==> config.mk <==
export PLATFORM = sky130hd
export DESIGN_NAME = tronArena
export DESIGN_NICKNAME = d
export VERILOG_FILES = /design/src/logic/arenaPkg.sv /design/src/logic/steerPkg.sv /design/src/logic/moveTimer.sv /design/src/logic/riderSteer.sv /design/src/logic/rider.sv /design/src/logic/arenaReferee.sv /design/src/logic/scoreBoard.sv /design/src/logic/tronArena.sv
export SDC_FILE = /design/constraint.sdc
export NUM_CORES = 1
export LEC_CHECK = 0
export BUFFER_PORTS_ARGS = -buffer_cell sky130_fd_sc_hd__buf_2
export CAP_MARGIN = 15
export CORE_AREA = 5 5 114 116
export CTS_CLUSTER_SIZE = 24
export DETAILED_ROUTE_END_ITERATION = 7
export DIE_AREA = 0 0 119 121
export PLACE_DENSITY_LB_ADDON = 0.3
export SLEW_MARGIN = 20
export SYNTH_ARGS = -nofsm -noshare
export SYNTH_HDL_FRONTEND = slang
export SYNTH_SLANG_ARGS = --single-unit
==> constraint.sdc <==
create_clock -name clk -period 2.7 [get_ports clk]
set_input_delay 0.675 -clock clk [delete_from_list [all_inputs] [get_ports clk]]
set_output_delay 0.675 -clock clk [all_outputs]
set_load 0.005 [all_outputs]
==> src/logic/arenaPkg.sv <==
// ~~~~~~~~~~~~~~~~~~~~~~~~~~~~~~~~~~~~~~~~~~~~~~~~~
// Arena geometry, coordinate widths, start positions,
// plot colours and the clearing sweep length
// ~~~~~~~~~~~~~~~~~~~~~~~~~~~~~~~~~~~~~~~~~~~~~~~~~
package arenaPkg;

    // Coordinates address a 160 by 120 pixel grid
    localparam int xWidth = 8;
    localparam int yWidth = 7;

    // Border lines that end a round when a rider lands on them
    localparam logic [xWidth-1:0] xWallLeft   = 8'd10;
    localparam logic [xWidth-1:0] xWallRight  = 8'd149;
    localparam logic [yWidth-1:0] yWallTop    = 7'd17;
    localparam logic [yWidth-1:0] yWallBottom = 7'd108;

    // Interior of the field, the area covered by the clearing sweep
    localparam logic [xWidth-1:0] xFirst = 8'd11;
    localparam logic [xWidth-1:0] xLast  = 8'd148;
    localparam logic [yWidth-1:0] yFirst = 7'd18;
    localparam logic [yWidth-1:0] yLast  = 7'd107;

    // Default start positions, both riders begin on the same row
    localparam logic [xWidth-1:0] startX1 = 8'd25;
    localparam logic [xWidth-1:0] startX2 = 8'd135;
    localparam logic [yWidth-1:0] startY  = 7'd100;

    // Three bit RGB plot colours
    localparam int colourWidth = 3;
    localparam logic [colourWidth-1:0] colourRider1 = 3'b001;
    localparam logic [colourWidth-1:0] colourRider2 = 3'b100;
    localparam logic [colourWidth-1:0] colourClear  = 3'b000;

    // 138 columns times 90 rows of interior pixels
    localparam int sweepWidth = 14;
    localparam logic [sweepWidth-1:0] sweepLength = 14'd12420;

endpackage

==> src/logic/steerPkg.sv <==
// ~~~~~~~~~~~~~~~~~~~~~~~~~~~~~~~~~~~~~~~~~~~~~~~~~
// Rider heading encoding and steering key layout
// ~~~~~~~~~~~~~~~~~~~~~~~~~~~~~~~~~~~~~~~~~~~~~~~~~
package steerPkg;

    // Direction of travel, down is the heading after reset and after a round
    typedef enum logic [1:0] {
        headDown  = 2'd0,
        headRight = 2'd1,
        headUp    = 2'd2,
        headLeft  = 2'd3
    } heading_t;

    // Each rider has one key per direction
    localparam int steerWidth = 4;

    // Bit positions inside the key field, same order as the board switches
    localparam int keyRight = 0;
    localparam int keyUp    = 1;
    localparam int keyDown  = 2;
    localparam int keyLeft  = 3;

endpackage

==> src/logic/moveTimer.sv <==
// ~~~~~~~~~~~~~~~~~~~~~~~~~~~~~~~~~~~~~~~~~~~~~~~~~
// Movement tick generator with slow and fast period
// ~~~~~~~~~~~~~~~~~~~~~~~~~~~~~~~~~~~~~~~~~~~~~~~~~
`timescale 1ns/10ps

module moveTimer #(
    parameter int slowPeriod = 12,
    parameter int fastPeriod = 6
) (
    input  logic clk,
    input  logic resetn,
    input  logic fast,
    output logic tick
);

    // The counter must hold the longer of the two reload values
    localparam int periodMax  = (slowPeriod > fastPeriod) ? slowPeriod : fastPeriod;
    localparam int countWidth = $clog2(periodMax + 1);
    localparam logic [countWidth-1:0] slowLoad = countWidth'(slowPeriod - 1);
    localparam logic [countWidth-1:0] fastLoad = countWidth'(fastPeriod - 1);

    logic [countWidth-1:0] count;
    logic [countWidth-1:0] reload;
    logic                  lastFast;
    logic                  speedChange;

    assign reload      = fast ? fastLoad : slowLoad;
    assign speedChange = fast != lastFast;

    // A speed change swallows a pending expiry so the new period starts clean
    assign tick = (count == '0) && !speedChange;

    always_ff @(posedge clk) begin
        if (!resetn) begin
            count    <= reload;
            lastFast <= fast;
        end else begin
            lastFast <= fast;
            // Reload on expiry, and also whenever the speed select moved
            if (speedChange || count == '0) begin
                count <= reload;
            end else begin
                count <= count - 1'b1;
            end
        end
    end

endmodule

==> src/logic/riderSteer.sv <==
// ~~~~~~~~~~~~~~~~~~~~~~~~~~~~~~~~~~~~~~~~~~~~~~~~~
// Heading FSM of one rider, perpendicular turns only
// ~~~~~~~~~~~~~~~~~~~~~~~~~~~~~~~~~~~~~~~~~~~~~~~~~
`timescale 1ns/10ps

module riderSteer (
    input  logic                            clk,
    input  logic                            resetn,
    input  logic                            hold,
    input  logic [steerPkg::steerWidth-1:0] keys,
    output steerPkg::heading_t              heading
);

    steerPkg::heading_t nextHeading;
    logic               singleKey;
    logic               vertical;

    // Several keys at once are treated as no steering at all
    assign singleKey = $onehot(keys);

    // Riders moving up or down may only turn left or right, and the reverse
    assign vertical = (heading == steerPkg::headDown) || (heading == steerPkg::headUp);

    always_comb begin
        nextHeading = heading;
        if (singleKey) begin
            if (vertical) begin
                if (keys[steerPkg::keyRight]) begin
                    nextHeading = steerPkg::headRight;
                end else if (keys[steerPkg::keyLeft]) begin
                    nextHeading = steerPkg::headLeft;
                end
            end else begin
                if (keys[steerPkg::keyUp]) begin
                    nextHeading = steerPkg::headUp;
                end else if (keys[steerPkg::keyDown]) begin
                    nextHeading = steerPkg::headDown;
                end
            end
        end
        // A reversal key falls through both branches and keeps the heading
    end

    // The heading follows the keys every clock, not only on movement ticks
    always_ff @(posedge clk) begin
        if (!resetn || hold) begin
            heading <= steerPkg::headDown;
        end else begin
            heading <= nextHeading;
        end
    end

endmodule

==> src/logic/rider.sv <==
// ~~~~~~~~~~~~~~~~~~~~~~~~~~~~~~~~~~~~~~~~~~~~~~~~~
// One rider, heading FSM and position registers
// ~~~~~~~~~~~~~~~~~~~~~~~~~~~~~~~~~~~~~~~~~~~~~~~~~
`timescale 1ns/10ps

module rider #(
    parameter logic [arenaPkg::xWidth-1:0] startX = arenaPkg::startX1,
    parameter logic [arenaPkg::yWidth-1:0] startY = arenaPkg::startY
) (
    input  logic                            clk,
    input  logic                            resetn,
    input  logic                            tick,
    input  logic                            hold,
    input  logic [steerPkg::steerWidth-1:0] keys,
    output logic [arenaPkg::xWidth-1:0]     posX,
    output logic [arenaPkg::yWidth-1:0]     posY
);

    steerPkg::heading_t heading;

    riderSteer steer (
        .clk     (clk),
        .resetn  (resetn),
        .hold    (hold),
        .keys    (keys),
        .heading (heading)
    );

    // Screen rows grow downwards, so moving up decrements y
    always_ff @(posedge clk) begin
        if (!resetn || hold) begin
            posX <= startX;
            posY <= startY;
        end else if (tick) begin
            case (heading)
                steerPkg::headDown: begin
                    posY <= posY + 1'b1;
                end
                steerPkg::headUp: begin
                    posY <= posY - 1'b1;
                end
                steerPkg::headRight: begin
                    posX <= posX + 1'b1;
                end
                steerPkg::headLeft: begin
                    posX <= posX - 1'b1;
                end
                default: begin
                    posX <= posX;
                end
            endcase
        end
    end

endmodule

==> src/logic/arenaReferee.sv <==
// ~~~~~~~~~~~~~~~~~~~~~~~~~~~~~~~~~~~~~~~~~~~~~~~~~
// Crash tests, plot sequencing, clearing sweep and
// point pulses for both riders
// ~~~~~~~~~~~~~~~~~~~~~~~~~~~~~~~~~~~~~~~~~~~~~~~~~
`timescale 1ns/10ps

module arenaReferee (
    input  logic                             clk,
    input  logic                             resetn,
    input  logic                             tick,
    input  logic [arenaPkg::xWidth-1:0]      pos1X,
    input  logic [arenaPkg::yWidth-1:0]      pos1Y,
    input  logic [arenaPkg::xWidth-1:0]      pos2X,
    input  logic [arenaPkg::yWidth-1:0]      pos2Y,
    output logic [arenaPkg::xWidth-1:0]      plotX,
    output logic [arenaPkg::yWidth-1:0]      plotY,
    output logic [arenaPkg::colourWidth-1:0] plotColour,
    output logic                             plotEn,
    output logic                             roundOver,
    output logic                             point1,
    output logic                             point2
);

    // Phases of one movement tick, judge is the cycle after the tick
    localparam logic [1:0] phaseIdle  = 2'd0;
    localparam logic [1:0] phaseJudge = 2'd1;
    localparam logic [1:0] phasePlot2 = 2'd2;

    logic [1:0]                        phase;
    logic                              crash1;
    logic                              crash2;
    logic                              headOn;
    logic                              anyCrash;
    logic                              sweepStep;
    logic [arenaPkg::sweepWidth-1:0]   sweepLeft;
    logic [arenaPkg::xWidth-1:0]       sweepX;
    logic [arenaPkg::yWidth-1:0]       sweepY;

    // True when a position lies on any of the four border lines
    function automatic logic onWall(
        input logic [arenaPkg::xWidth-1:0] x,
        input logic [arenaPkg::yWidth-1:0] y
    );
        return (x == arenaPkg::xWallLeft) || (x == arenaPkg::xWallRight) ||
               (y == arenaPkg::yWallTop) || (y == arenaPkg::yWallBottom);
    endfunction

    // Both riders get the same tests, a head-on meeting takes both out
    assign headOn   = (pos1X == pos2X) && (pos1Y == pos2Y);
    assign crash1   = onWall(pos1X, pos1Y) || headOn;
    assign crash2   = onWall(pos2X, pos2Y) || headOn;
    assign anyCrash = crash1 || crash2;

    // The sweep runs while pixels remain, one per cycle
    assign sweepStep = roundOver && (sweepLeft != '0);

    // Control state, phases, strobes and the round-over level
    always_ff @(posedge clk) begin
        if (!resetn) begin
            phase     <= phaseIdle;
            plotEn    <= 1'b0;
            roundOver <= 1'b0;
            point1    <= 1'b0;
            point2    <= 1'b0;
            sweepLeft <= '0;
        end else begin
            plotEn <= 1'b0;
            point1 <= 1'b0;
            point2 <= 1'b0;
            if (roundOver) begin
                // Ticks are ignored until the field is black again
                phase <= phaseIdle;
                if (sweepStep) begin
                    plotEn    <= 1'b1;
                    sweepLeft <= sweepLeft - 1'b1;
                end else begin
                    roundOver <= 1'b0;
                end
            end else begin
                case (phase)
                    phaseIdle: begin
                        if (tick) begin
                            phase <= phaseJudge;
                        end
                    end
                    phaseJudge: begin
                        if (anyCrash) begin
                            // Only a lone crash hands the other rider a point
                            roundOver <= 1'b1;
                            sweepLeft <= arenaPkg::sweepLength;
                            point1    <= crash2 && !crash1;
                            point2    <= crash1 && !crash2;
                            phase     <= phaseIdle;
                        end else begin
                            plotEn <= 1'b1;
                            phase  <= phasePlot2;
                        end
                    end
                    phasePlot2: begin
                        plotEn <= 1'b1;
                        phase  <= phaseIdle;
                    end
                    default: begin
                        phase <= phaseIdle;
                    end
                endcase
            end
        end
    end

    // Plot payload and sweep position, only meaningful alongside plotEn
    always_ff @(posedge clk) begin
        if (roundOver) begin
            if (sweepStep) begin
                plotX      <= sweepX;
                plotY      <= sweepY;
                plotColour <= arenaPkg::colourClear;
                // Rows run inside each column, then move one column right
                if (sweepY == arenaPkg::yLast) begin
                    sweepY <= arenaPkg::yFirst;
                    sweepX <= sweepX + 1'b1;
                end else begin
                    sweepY <= sweepY + 1'b1;
                end
            end
        end else if (phase == phaseJudge) begin
            if (anyCrash) begin
                sweepX <= arenaPkg::xFirst;
                sweepY <= arenaPkg::yFirst;
            end else begin
                plotX      <= pos1X;
                plotY      <= pos1Y;
                plotColour <= arenaPkg::colourRider1;
            end
        end else if (phase == phasePlot2) begin
            // Rider 2 has not moved since the judge cycle
            plotX      <= pos2X;
            plotY      <= pos2Y;
            plotColour <= arenaPkg::colourRider2;
        end
    end

endmodule

==> src/logic/scoreBoard.sv <==
// ~~~~~~~~~~~~~~~~~~~~~~~~~~~~~~~~~~~~~~~~~~~~~~~~~
// Two digit BCD score counters for both riders
// ~~~~~~~~~~~~~~~~~~~~~~~~~~~~~~~~~~~~~~~~~~~~~~~~~
`timescale 1ns/10ps

module scoreBoard (
    input  logic       clk,
    input  logic       resetn,
    input  logic       point1,
    input  logic       point2,
    output logic [7:0] score1,
    output logic [7:0] score2
);

    // Tens in the upper nibble, ones in the lower, 99 wraps to 00
    function automatic logic [7:0] bcdStep(input logic [7:0] score);
        logic [3:0] tens;
        logic [3:0] ones;
        tens = score[7:4];
        ones = score[3:0];
        if (ones == 4'd9) begin
            ones = 4'd0;
            tens = (tens == 4'd9) ? 4'd0 : tens + 1'b1;
        end else begin
            ones = ones + 1'b1;
        end
        return {tens, ones};
    endfunction

    always_ff @(posedge clk) begin
        if (!resetn) begin
            score1 <= 8'h00;
            score2 <= 8'h00;
        end else begin
            if (point1) begin
                score1 <= bcdStep(score1);
            end
            if (point2) begin
                score2 <= bcdStep(score2);
            end
        end
    end

endmodule

==> src/logic/tronArena.sv <==
// ~~~~~~~~~~~~~~~~~~~~~~~~~~~~~~~~~~~~~~~~~~~~~~~~~
// Light-cycle arena top level
// ~~~~~~~~~~~~~~~~~~~~~~~~~~~~~~~~~~~~~~~~~~~~~~~~~
`timescale 1ns/10ps

module tronArena #(
    parameter int                          slowPeriod = 12,
    parameter int                          fastPeriod = 6,
    parameter logic [arenaPkg::xWidth-1:0] startX1    = arenaPkg::startX1,
    parameter logic [arenaPkg::xWidth-1:0] startX2    = arenaPkg::startX2,
    parameter logic [arenaPkg::yWidth-1:0] startY     = arenaPkg::startY
) (
    input  logic                             clk,
    input  logic                             resetn,
    input  logic                             fast,
    input  logic [steerPkg::steerWidth-1:0]  steer1,
    input  logic [steerPkg::steerWidth-1:0]  steer2,
    output logic [arenaPkg::xWidth-1:0]      plotX,
    output logic [arenaPkg::yWidth-1:0]      plotY,
    output logic [arenaPkg::colourWidth-1:0] plotColour,
    output logic                             plotEn,
    output logic                             roundOver,
    output logic [7:0]                       score1,
    output logic [7:0]                       score2
);

    logic                        tick;
    logic [arenaPkg::xWidth-1:0] pos1X;
    logic [arenaPkg::yWidth-1:0] pos1Y;
    logic [arenaPkg::xWidth-1:0] pos2X;
    logic [arenaPkg::yWidth-1:0] pos2Y;
    logic                        point1;
    logic                        point2;

    // One movement tick drives both riders and starts the referee
    moveTimer #(
        .slowPeriod (slowPeriod),
        .fastPeriod (fastPeriod)
    ) timer (
        .clk    (clk),
        .resetn (resetn),
        .fast   (fast),
        .tick   (tick)
    );

    // Riders are held at their start while the field is being cleared
    rider #(
        .startX (startX1),
        .startY (startY)
    ) rider1 (
        .clk    (clk),
        .resetn (resetn),
        .tick   (tick),
        .hold   (roundOver),
        .keys   (steer1),
        .posX   (pos1X),
        .posY   (pos1Y)
    );

    rider #(
        .startX (startX2),
        .startY (startY)
    ) rider2 (
        .clk    (clk),
        .resetn (resetn),
        .tick   (tick),
        .hold   (roundOver),
        .keys   (steer2),
        .posX   (pos2X),
        .posY   (pos2Y)
    );

    arenaReferee referee (
        .clk        (clk),
        .resetn     (resetn),
        .tick       (tick),
        .pos1X      (pos1X),
        .pos1Y      (pos1Y),
        .pos2X      (pos2X),
        .pos2Y      (pos2Y),
        .plotX      (plotX),
        .plotY      (plotY),
        .plotColour (plotColour),
        .plotEn     (plotEn),
        .roundOver  (roundOver),
        .point1     (point1),
        .point2     (point2)
    );

    scoreBoard scores (
        .clk    (clk),
        .resetn (resetn),
        .point1 (point1),
        .point2 (point2),
        .score1 (score1),
        .score2 (score2)
    );

endmodule

==> impl_metrics.py, run 1 <==
metrics = {
    "drt": {
        "wirelength_um": 14100,
        "drt-pass1-iter-count": 5,
        "viasPerCell": 5.75,
        "drt-wirelength-per-cell_um": 15.4,
        "dr.first_iter.drc_count": 412,
        "vias": 5275,
        "route.detailed.drc": 0,
        "antenna_left": 0,
    },
    "sta": {
        "skew_ns": 0.00867,
        "tightest_slew_ns": 0.572,
        "slew_violations": 0,
        "rsz0062_at_grt": "no",
        "period_share_pct": 91.9,
        "final_hold_viol_count": 0,
        "fin_crit_ns": 2.48,
        "maxSlewHeadroom_pct": 61.7,
        "setup_viol": 0,
        "timing.fmax_mhz": 403,
        "finalSetupTns_ns": 0,
    },
    "synthesis": {
        "synth_flop_cell": "dfxtp_1",
        "synthCells": 717,
        "synthArstFlopShare_pct": 0,
        "synth_area_leaders": "dfxtp_1 24%, edfxtp_1 15%, ha_1 6.9%, xnor2_1 4.3%, nand2_1 4.2%",
        "avgSynthCellArea_um2": 8.89,
        "synth.most_common_cell": "dfxtp_1",
        "synth_top_area_share_pct": 23.6,
        "synth-seq-cells": 107,
        "synth_fp_nets": 769,
        "seq_area_frac_synth_pct": 38.6,
        "synth.cell_area_um2": 6370,
        "yosysUniqueCellTypes": 70,
        "synth_top_cell_by_area": "dfxtp_1",
        "synthTopCellsByCount": "75 x dfxtp_1, 72 x nand2_1, 54 x nor2_1",
        "synth_edf_count": 32,
        "yosys_warnings": 0,
    },
    "global_routing": {
        "grt_overflow": 0,
        "grt_max_degree": 42,
        "track_usage_pct": 20.1,
        "antenna_found_initial": 0,
        "grt_pass1_wl_um": 23900,
        "grt_pass1_vias": 5133,
    },
    "pwr": {
        "cellPowerDensity_nw_per_um2": 491,
        "p_switching_mw": 0.816,
        "comb_power_share_pct": 9.7,
        "p_total_mw": 3.51,
        "power.leakage_nw": 2.86,
        "clkPwrFrac_pct": 41.8,
        "sequentialPowerShare_pct": 48.5,
        "p_int_mw": 2.69,
        "switching_share_pct": 23.3,
        "irDropWorstVdd_uv": 283,
    },
    "placed_design": {
        "globalplace.congestion": 0.870,
        "dpl.hpwl_um": 10400,
        "dpl-instance-area_um2": 6810,
        "dp_cells": 901,
        "port_buffers": 45,
    },
    "critical_path": {
        "critPathLaunchType": "flip-flop",
        "critical_path_class": "flip-flop to flip-flop",
        "critPathLaunch": "rider1.posY[0]",
        "required_ns": 2.75,
        "crit_chain": "and3b_1 -> a32oi_1 -> o32a_1 -> o31a_1 -> a21oi_4 -> a21oi_1 -> buf_4",
        "crit_path_max_incr_delay_ns": 0.56,
        "endpoint_kind": "flip-flop",
        "critPathArrivalTime_ns": 2.53,
        "cp_slowest_cell": "dfxtp_1",
        "crit_path_max_fanout": 17,
        "rr_startpoint": "rider1.posY[0]",
    },
    "cells_and_area": {
        "finalNetCount": 817,
        "post-route-util_pct": 60.5,
        "final_area_um2": 7150,
        "layout-area-overhead-vs-synth_pct": 12.1,
        "drive_gt1_share_pct": 11.9,
        "num_antenna_cells": 0,
        "fin_cells": 917,
    },
    "clocking": {
        "htreeDepth": 3,
        "cts_buffer_depth": 2,
        "cts_sinks": 107,
        "cts_resized": 0,
        "cts_tree": "done",
        "cts-buffers-inserted": 9,
        "ctsHoldBuffers": 0,
        "post_cts_buffers": 0,
        "clkSlewWorstSetupHoldPaths_ns": 0.07,
        "cts_root_buffer": "clkbuf_16",
        "clock_latency_ns": 0.36,
    },
    "flow_run": {
        "drv_cap": 0,
    },
    "floorplanning": {
        "std_cell_rows": 40,
        "die_area_um2": 14400,
        "die_w_um": 119,
        "core_area_um2": 11800,
        "io_pins": 47,
        "chipHeight_um": 121,
        "initial_core_util_pct": 54.0,
    },
    "min_path": {
        "min_path_type": "flip-flop to flip-flop",
        "hp-start": "timer.count[0]",
    },
    "run_status": {
        "status": "finished, final reports clean",
    },
}
[state kept, by name (all words and copies together) (netlist names)]
register and cells:
referee.plotEn 1, referee.sweepX 8, rider2.posX 8, referee.plotX 8, referee.point1 1, referee.roundOver 1
referee.phase 2, referee.plotColour 2, referee.point2 1, rider2.steer.heading 2, rider1.posX 8, rider1.posY 7
timer.lastFast 1, referee.plotY 7, referee.sweepY 7, referee.sweepLeft 14, scores.score1 8, timer.count 4
scores.score2 8, rider2.posY 7, rider1.steer.heading 2
[worst paths after layout]
check                           cells after the start  slack [ns]                to
worst max-delay path                                7        0.22  referee.plotX[3]
worst min-delay path                                1        0.42    timer.count[0]
worst max register to register                      7        0.22  referee.plotX[3]
worst min register to register                      1        0.42    timer.count[0]
[critical path, delay by kind of cell (launching register included)]
kind            cells  cell delay (ns)
compound gates      5             1.08
flops               1             0.56
buf+inv             1             0.28
simple gates        1             0.25
[per-stage QoR]
step	setup slack (ns)	hold slack [ns]
after floorplan	0.113	0.381
after global placement	0.164	0.390
after detailed placement	0.0281	0.401
after CTS	0.287	0.423
after global routing	0.0883	0.454
final	0.218	0.420
[area by class of cell]
class,instances,area (um2)
clock buffer,11,254
clock inverter,5,81.3
fill,1012,4670
inverter,43,161
multi-input combinational,540,3630
sequential,107,2460
tap,147,184
timing repair buffer,64,368
[cell usage in the layout (no fill, tap or decap), types with 5 or more instances in the layout]
| cell type | instances |
|---|---|
| a21oi_1 | 37 |
| xor2_1 | 26 |
| inv_1 | 42 |
| a31oi_1 | 6 |
| clkbuf_16 | 10 |
| mux2i_1 | 21 |
| o211ai_1 | 7 |
| buf_4 | 19 |
| nand3_1 | 34 |
| nor2_1 | 54 |
| edfxtp_1 | 32 |
| nor2b_1 | 18 |
| or3_1 | 6 |
| and3_1 | 5 |
| dfxtp_1 | 75 |
| xnor2_1 | 31 |
| o21ai_0 | 39 |
| ha_1 | 35 |
| nor3_1 | 28 |
| nand2b_1 | 15 |
| nor4_1 | 9 |
| nor3b_1 | 15 |
| buf_2 | 45 |
| nand2_1 | 72 |
| fa_1 | 6 |
| and2_1 | 8 |
[cells by family after synthesis]
| logic type | share of synthesized area [%] |
|---|---|
| AOI/OAI and AO/OA | 13.6 |
| DFF | 38.6 |
| buffers and inverters | 4.36 |
| and+or+nand+nor | 23.5 |
| adders and majority gates | 8.75 |
| muxes | 3.30 |
| other | 0.0588 |
| xor gates and xnor gates | 7.83 |
[power groups by stage]
| stage | clock, mW | combinational (mW) | sequential (mW) |
|---|---|---|---|
| after CTS | 1.50 | 0.338 | 1.70 |
| after global routing | 1.56 | 0.384 | 1.70 |
| after detailed placement | 0 | 0.335 | 1.74 |
| after global placement | 0 | 0.313 | 1.73 |
| after floorplan | 0 | 0.253 | 1.72 |
| final | 1.46 | 0.339 | 1.70 |
[per-layer routing]
layer	global-route usage (%)	wire length [um]
met1	25.3	6480
met5	0	0
met4	8.04	344
met3	3.73	512
met2	34.3	6800
No activity file was read; power rests on OpenSTA's default activity.
==> run 2: changes to the inputs <==
--- a/config.mk
+++ b/config.mk
@@ -12,6 +12,7 @@
 export DETAILED_ROUTE_END_ITERATION = 7
 export DIE_AREA = 0 0 119 121
 export PLACE_DENSITY_LB_ADDON = 0.3
+export REMOVE_ABC_BUFFERS = 1
 export SLEW_MARGIN = 20
 export SYNTH_ARGS = -nofsm -noshare
 export SYNTH_HDL_FRONTEND = slang
==> run 2 against run 1 <==
  * Highest routed layer unchanged
  * Fmax rose by 8.4%
  * Power fell by 6.0%
  * Largest cell class unchanged
  * Routed wire length fell by 2.3%
  * Via count fell by 0.23%
  * Non-clock buffer count did not move
  * Critical path depth fell by 1
  * Global-route usage fell by 0.62 points
  * Cell count did not move
  * Critical endpoint is now referee.sweepY[3]
  * Worst setup slack improved by 0.19 ns
  * Combinational power fell by 1%
  * Clock-buffer cell count rose by 2
  * Clock skew fell by 0.0030 ns
==> impl_metrics.py, run 2 (same netlist as run 1, synthesis figures left out) <==
metrics = {
    "run_status": {
        "status": "finished, final reports clean",
    },
    "critical_path": {
        "crit_path_max_fanout": 9,
        "crit_path_max_incr_delay_ns": 0.59,
        "endpoint_kind": "flip-flop",
        "critPathArrivalTime_ns": 2.30,
        "required_ns": 2.71,
        "crit_chain": "or4b_4 -> nor4b_4 -> a31oi_2 -> o31ai_4 -> o21ai_2 -> nand2_1",
        "cp_slowest_cell": "or4b_4",
        "critPathLaunchType": "flip-flop",
        "critical_path_class": "flip-flop to flip-flop",
    },
    "cells_and_area": {
        "final_area_um2": 7110,
        "final_cell_mix": "75 x dfxtp_1, 72 x nand2_1, 54 x nor2_1",
        "finalNetCount": 817,
        "fin_cells": 917,
        "post-route-util_pct": 60.2,
        "regMostFlops": "referee.sweepLeft",
        "num_antenna_cells": 0,
        "drive_gt1_share_pct": 11.9,
        "final_common_cell": "dfxtp_1",
        "layout-area-overhead-vs-synth_pct": 11.5,
        "largest_reg_flops": 14,
        "fillCellCount": 1010,
    },
    "sta": {
        "slew_violations": 0,
        "timing.fmax_mhz": 437,
        "period_share_pct": 84.8,
        "tightest_slew_ns": 0.573,
        "rsz0062_at_grt": "no",
        "maxSlewHeadroom_pct": 61.7,
        "final_hold_viol_count": 0,
        "skew_ns": 0.00564,
        "setup_viol": 0,
        "fin_ws_ns": 0.411,
        "fin_crit_ns": 2.29,
    },
    "clocking": {
        "cts_buffer_depth": 2,
        "cts-buffers-inserted": 9,
        "cts_sinks": 107,
        "post_cts_buffers": 0,
        "ctsHoldBuffers": 0,
        "clock_latency_ns": 0.34,
        "cts_tree": "done",
        "cts_root_buffer": "clkbuf_16",
        "cts_resized": 0,
        "clkSlewWorstSetupHoldPaths_ns": 0.07,
        "htreeDepth": 3,
    },
    "min_path": {
        "min_path_type": "flip-flop to flip-flop",
    },
    "pwr": {
        "p_switching_mw": 0.789,
        "irDropWorstVdd_uv": 227,
        "clkPwrFrac_pct": 38.1,
        "p_int_mw": 2.50,
        "switching_share_pct": 23.9,
        "power.leakage_nw": 2.84,
        "cellPowerDensity_nw_per_um2": 463,
        "p_total_mw": 3.29,
        "sequentialPowerShare_pct": 51.7,
        "comb_power_share_pct": 10.1,
    },
    "drt": {
        "viasPerCell": 5.74,
        "route.detailed.drc": 0,
        "drt-pass1-iter-count": 5,
        "antenna_left": 0,
        "vias": 5263,
        "drt-wirelength-per-cell_um": 15.1,
        "wirelength_um": 13800,
        "dr.first_iter.drc_count": 320,
    },
    "placed_design": {
        "dp_cells": 901,
        "place_ws_ns": 0.0727,
        "dpl-instance-area_um2": 6820,
        "port_buffers": 45,
        "dpl.hpwl_um": 10300,
        "globalplace.congestion": 0.871,
    },
    "global_routing": {
        "antenna_found_initial": 0,
        "grt_max_degree": 46,
        "grt_pass1_vias": 5125,
        "grt_overflow": 0,
        "track_usage_pct": 19.5,
        "grt_pass1_wl_um": 23700,
    },
    "floorplanning": {
        "die_w_um": 119,
        "io_pins": 47,
        "core_area_um2": 11800,
        "initial_core_util_pct": 54.0,
        "std_cell_rows": 40,
        "die_area_um2": 14400,
        "chipHeight_um": 121,
    },
    "flow_run": {
        "drv_cap": 0,
    },
}
[run 2: cell count changes in the layout (fill, tap and decap cells not counted), sizes merged]
cell	previous run	this run
inv	44	43
clkbuf	11	13
bufinv	2	0
clkinvlp	0	1
[run 2: routing by layer]
metal | track usage (%) | part of all wire (%) | vias to the layer above
li1 | - | - | 2625
met1 | 24.8 | 45 | 2493
met2 | 33.8 | 49 | 126
met3 | 3.03 | 4.5 | 19
met4 | 6.81 | 1.6 | 0
met5 | 0 | 0 | -
[run 2: layout make-up]
type                            instances  area [um2]  area share [%]
Tap cell                              147         184            2.59
Clock buffer                           13         263            3.70
Inverter                               43         161            2.27
Timing Repair Buffer                   64         380            5.35
Clock inverter                          3        21.3           0.299
Sequential cell                       107        2460            34.6
Multi-Input combinational cell        540        3630            51.1
[run 2: final timing paths]
path                   from                 to  slack [ns]  cells past startpoint
min reg2reg  timer.count[0]     timer.count[0]        0.41                      1
max reg2reg  rider2.posY[6]  referee.sweepY[3]        0.41                      6
min          timer.count[0]     timer.count[0]        0.41                      1
max          rider2.posY[6]  referee.sweepY[3]        0.41                      6
[run 2: worst max-delay path: cells and delay by family, from the launching register on]
kind | cells | cell delay (ns)
AND/OR/NAND/NOR | 3 | 1.10
AO/OA/AOI/OAI | 3 | 0.44
flip-flops | 1 | 0.42
[run 2: metrics by stage]
stage,setup TNS [ns],hold slack (ns)
after floorplan,-3.18,0.381
after global placement,0,0.395
after detailed placement,0,0.399
after CTS,0,0.417
after global routing,0,0.421
final,0,0.414
[run 2: power groups by stage]
stage / clock, mW / combinational [mW] / sequential, mW
floorplan: 0 / 0.219 / 1.74
global placement: 0 / 0.310 / 1.74
detailed placement: 0 / 0.332 / 1.74
CTS: 1.28 / 0.334 / 1.70
global route: 1.35 / 0.380 / 1.71
finish: 1.26 / 0.334 / 1.70
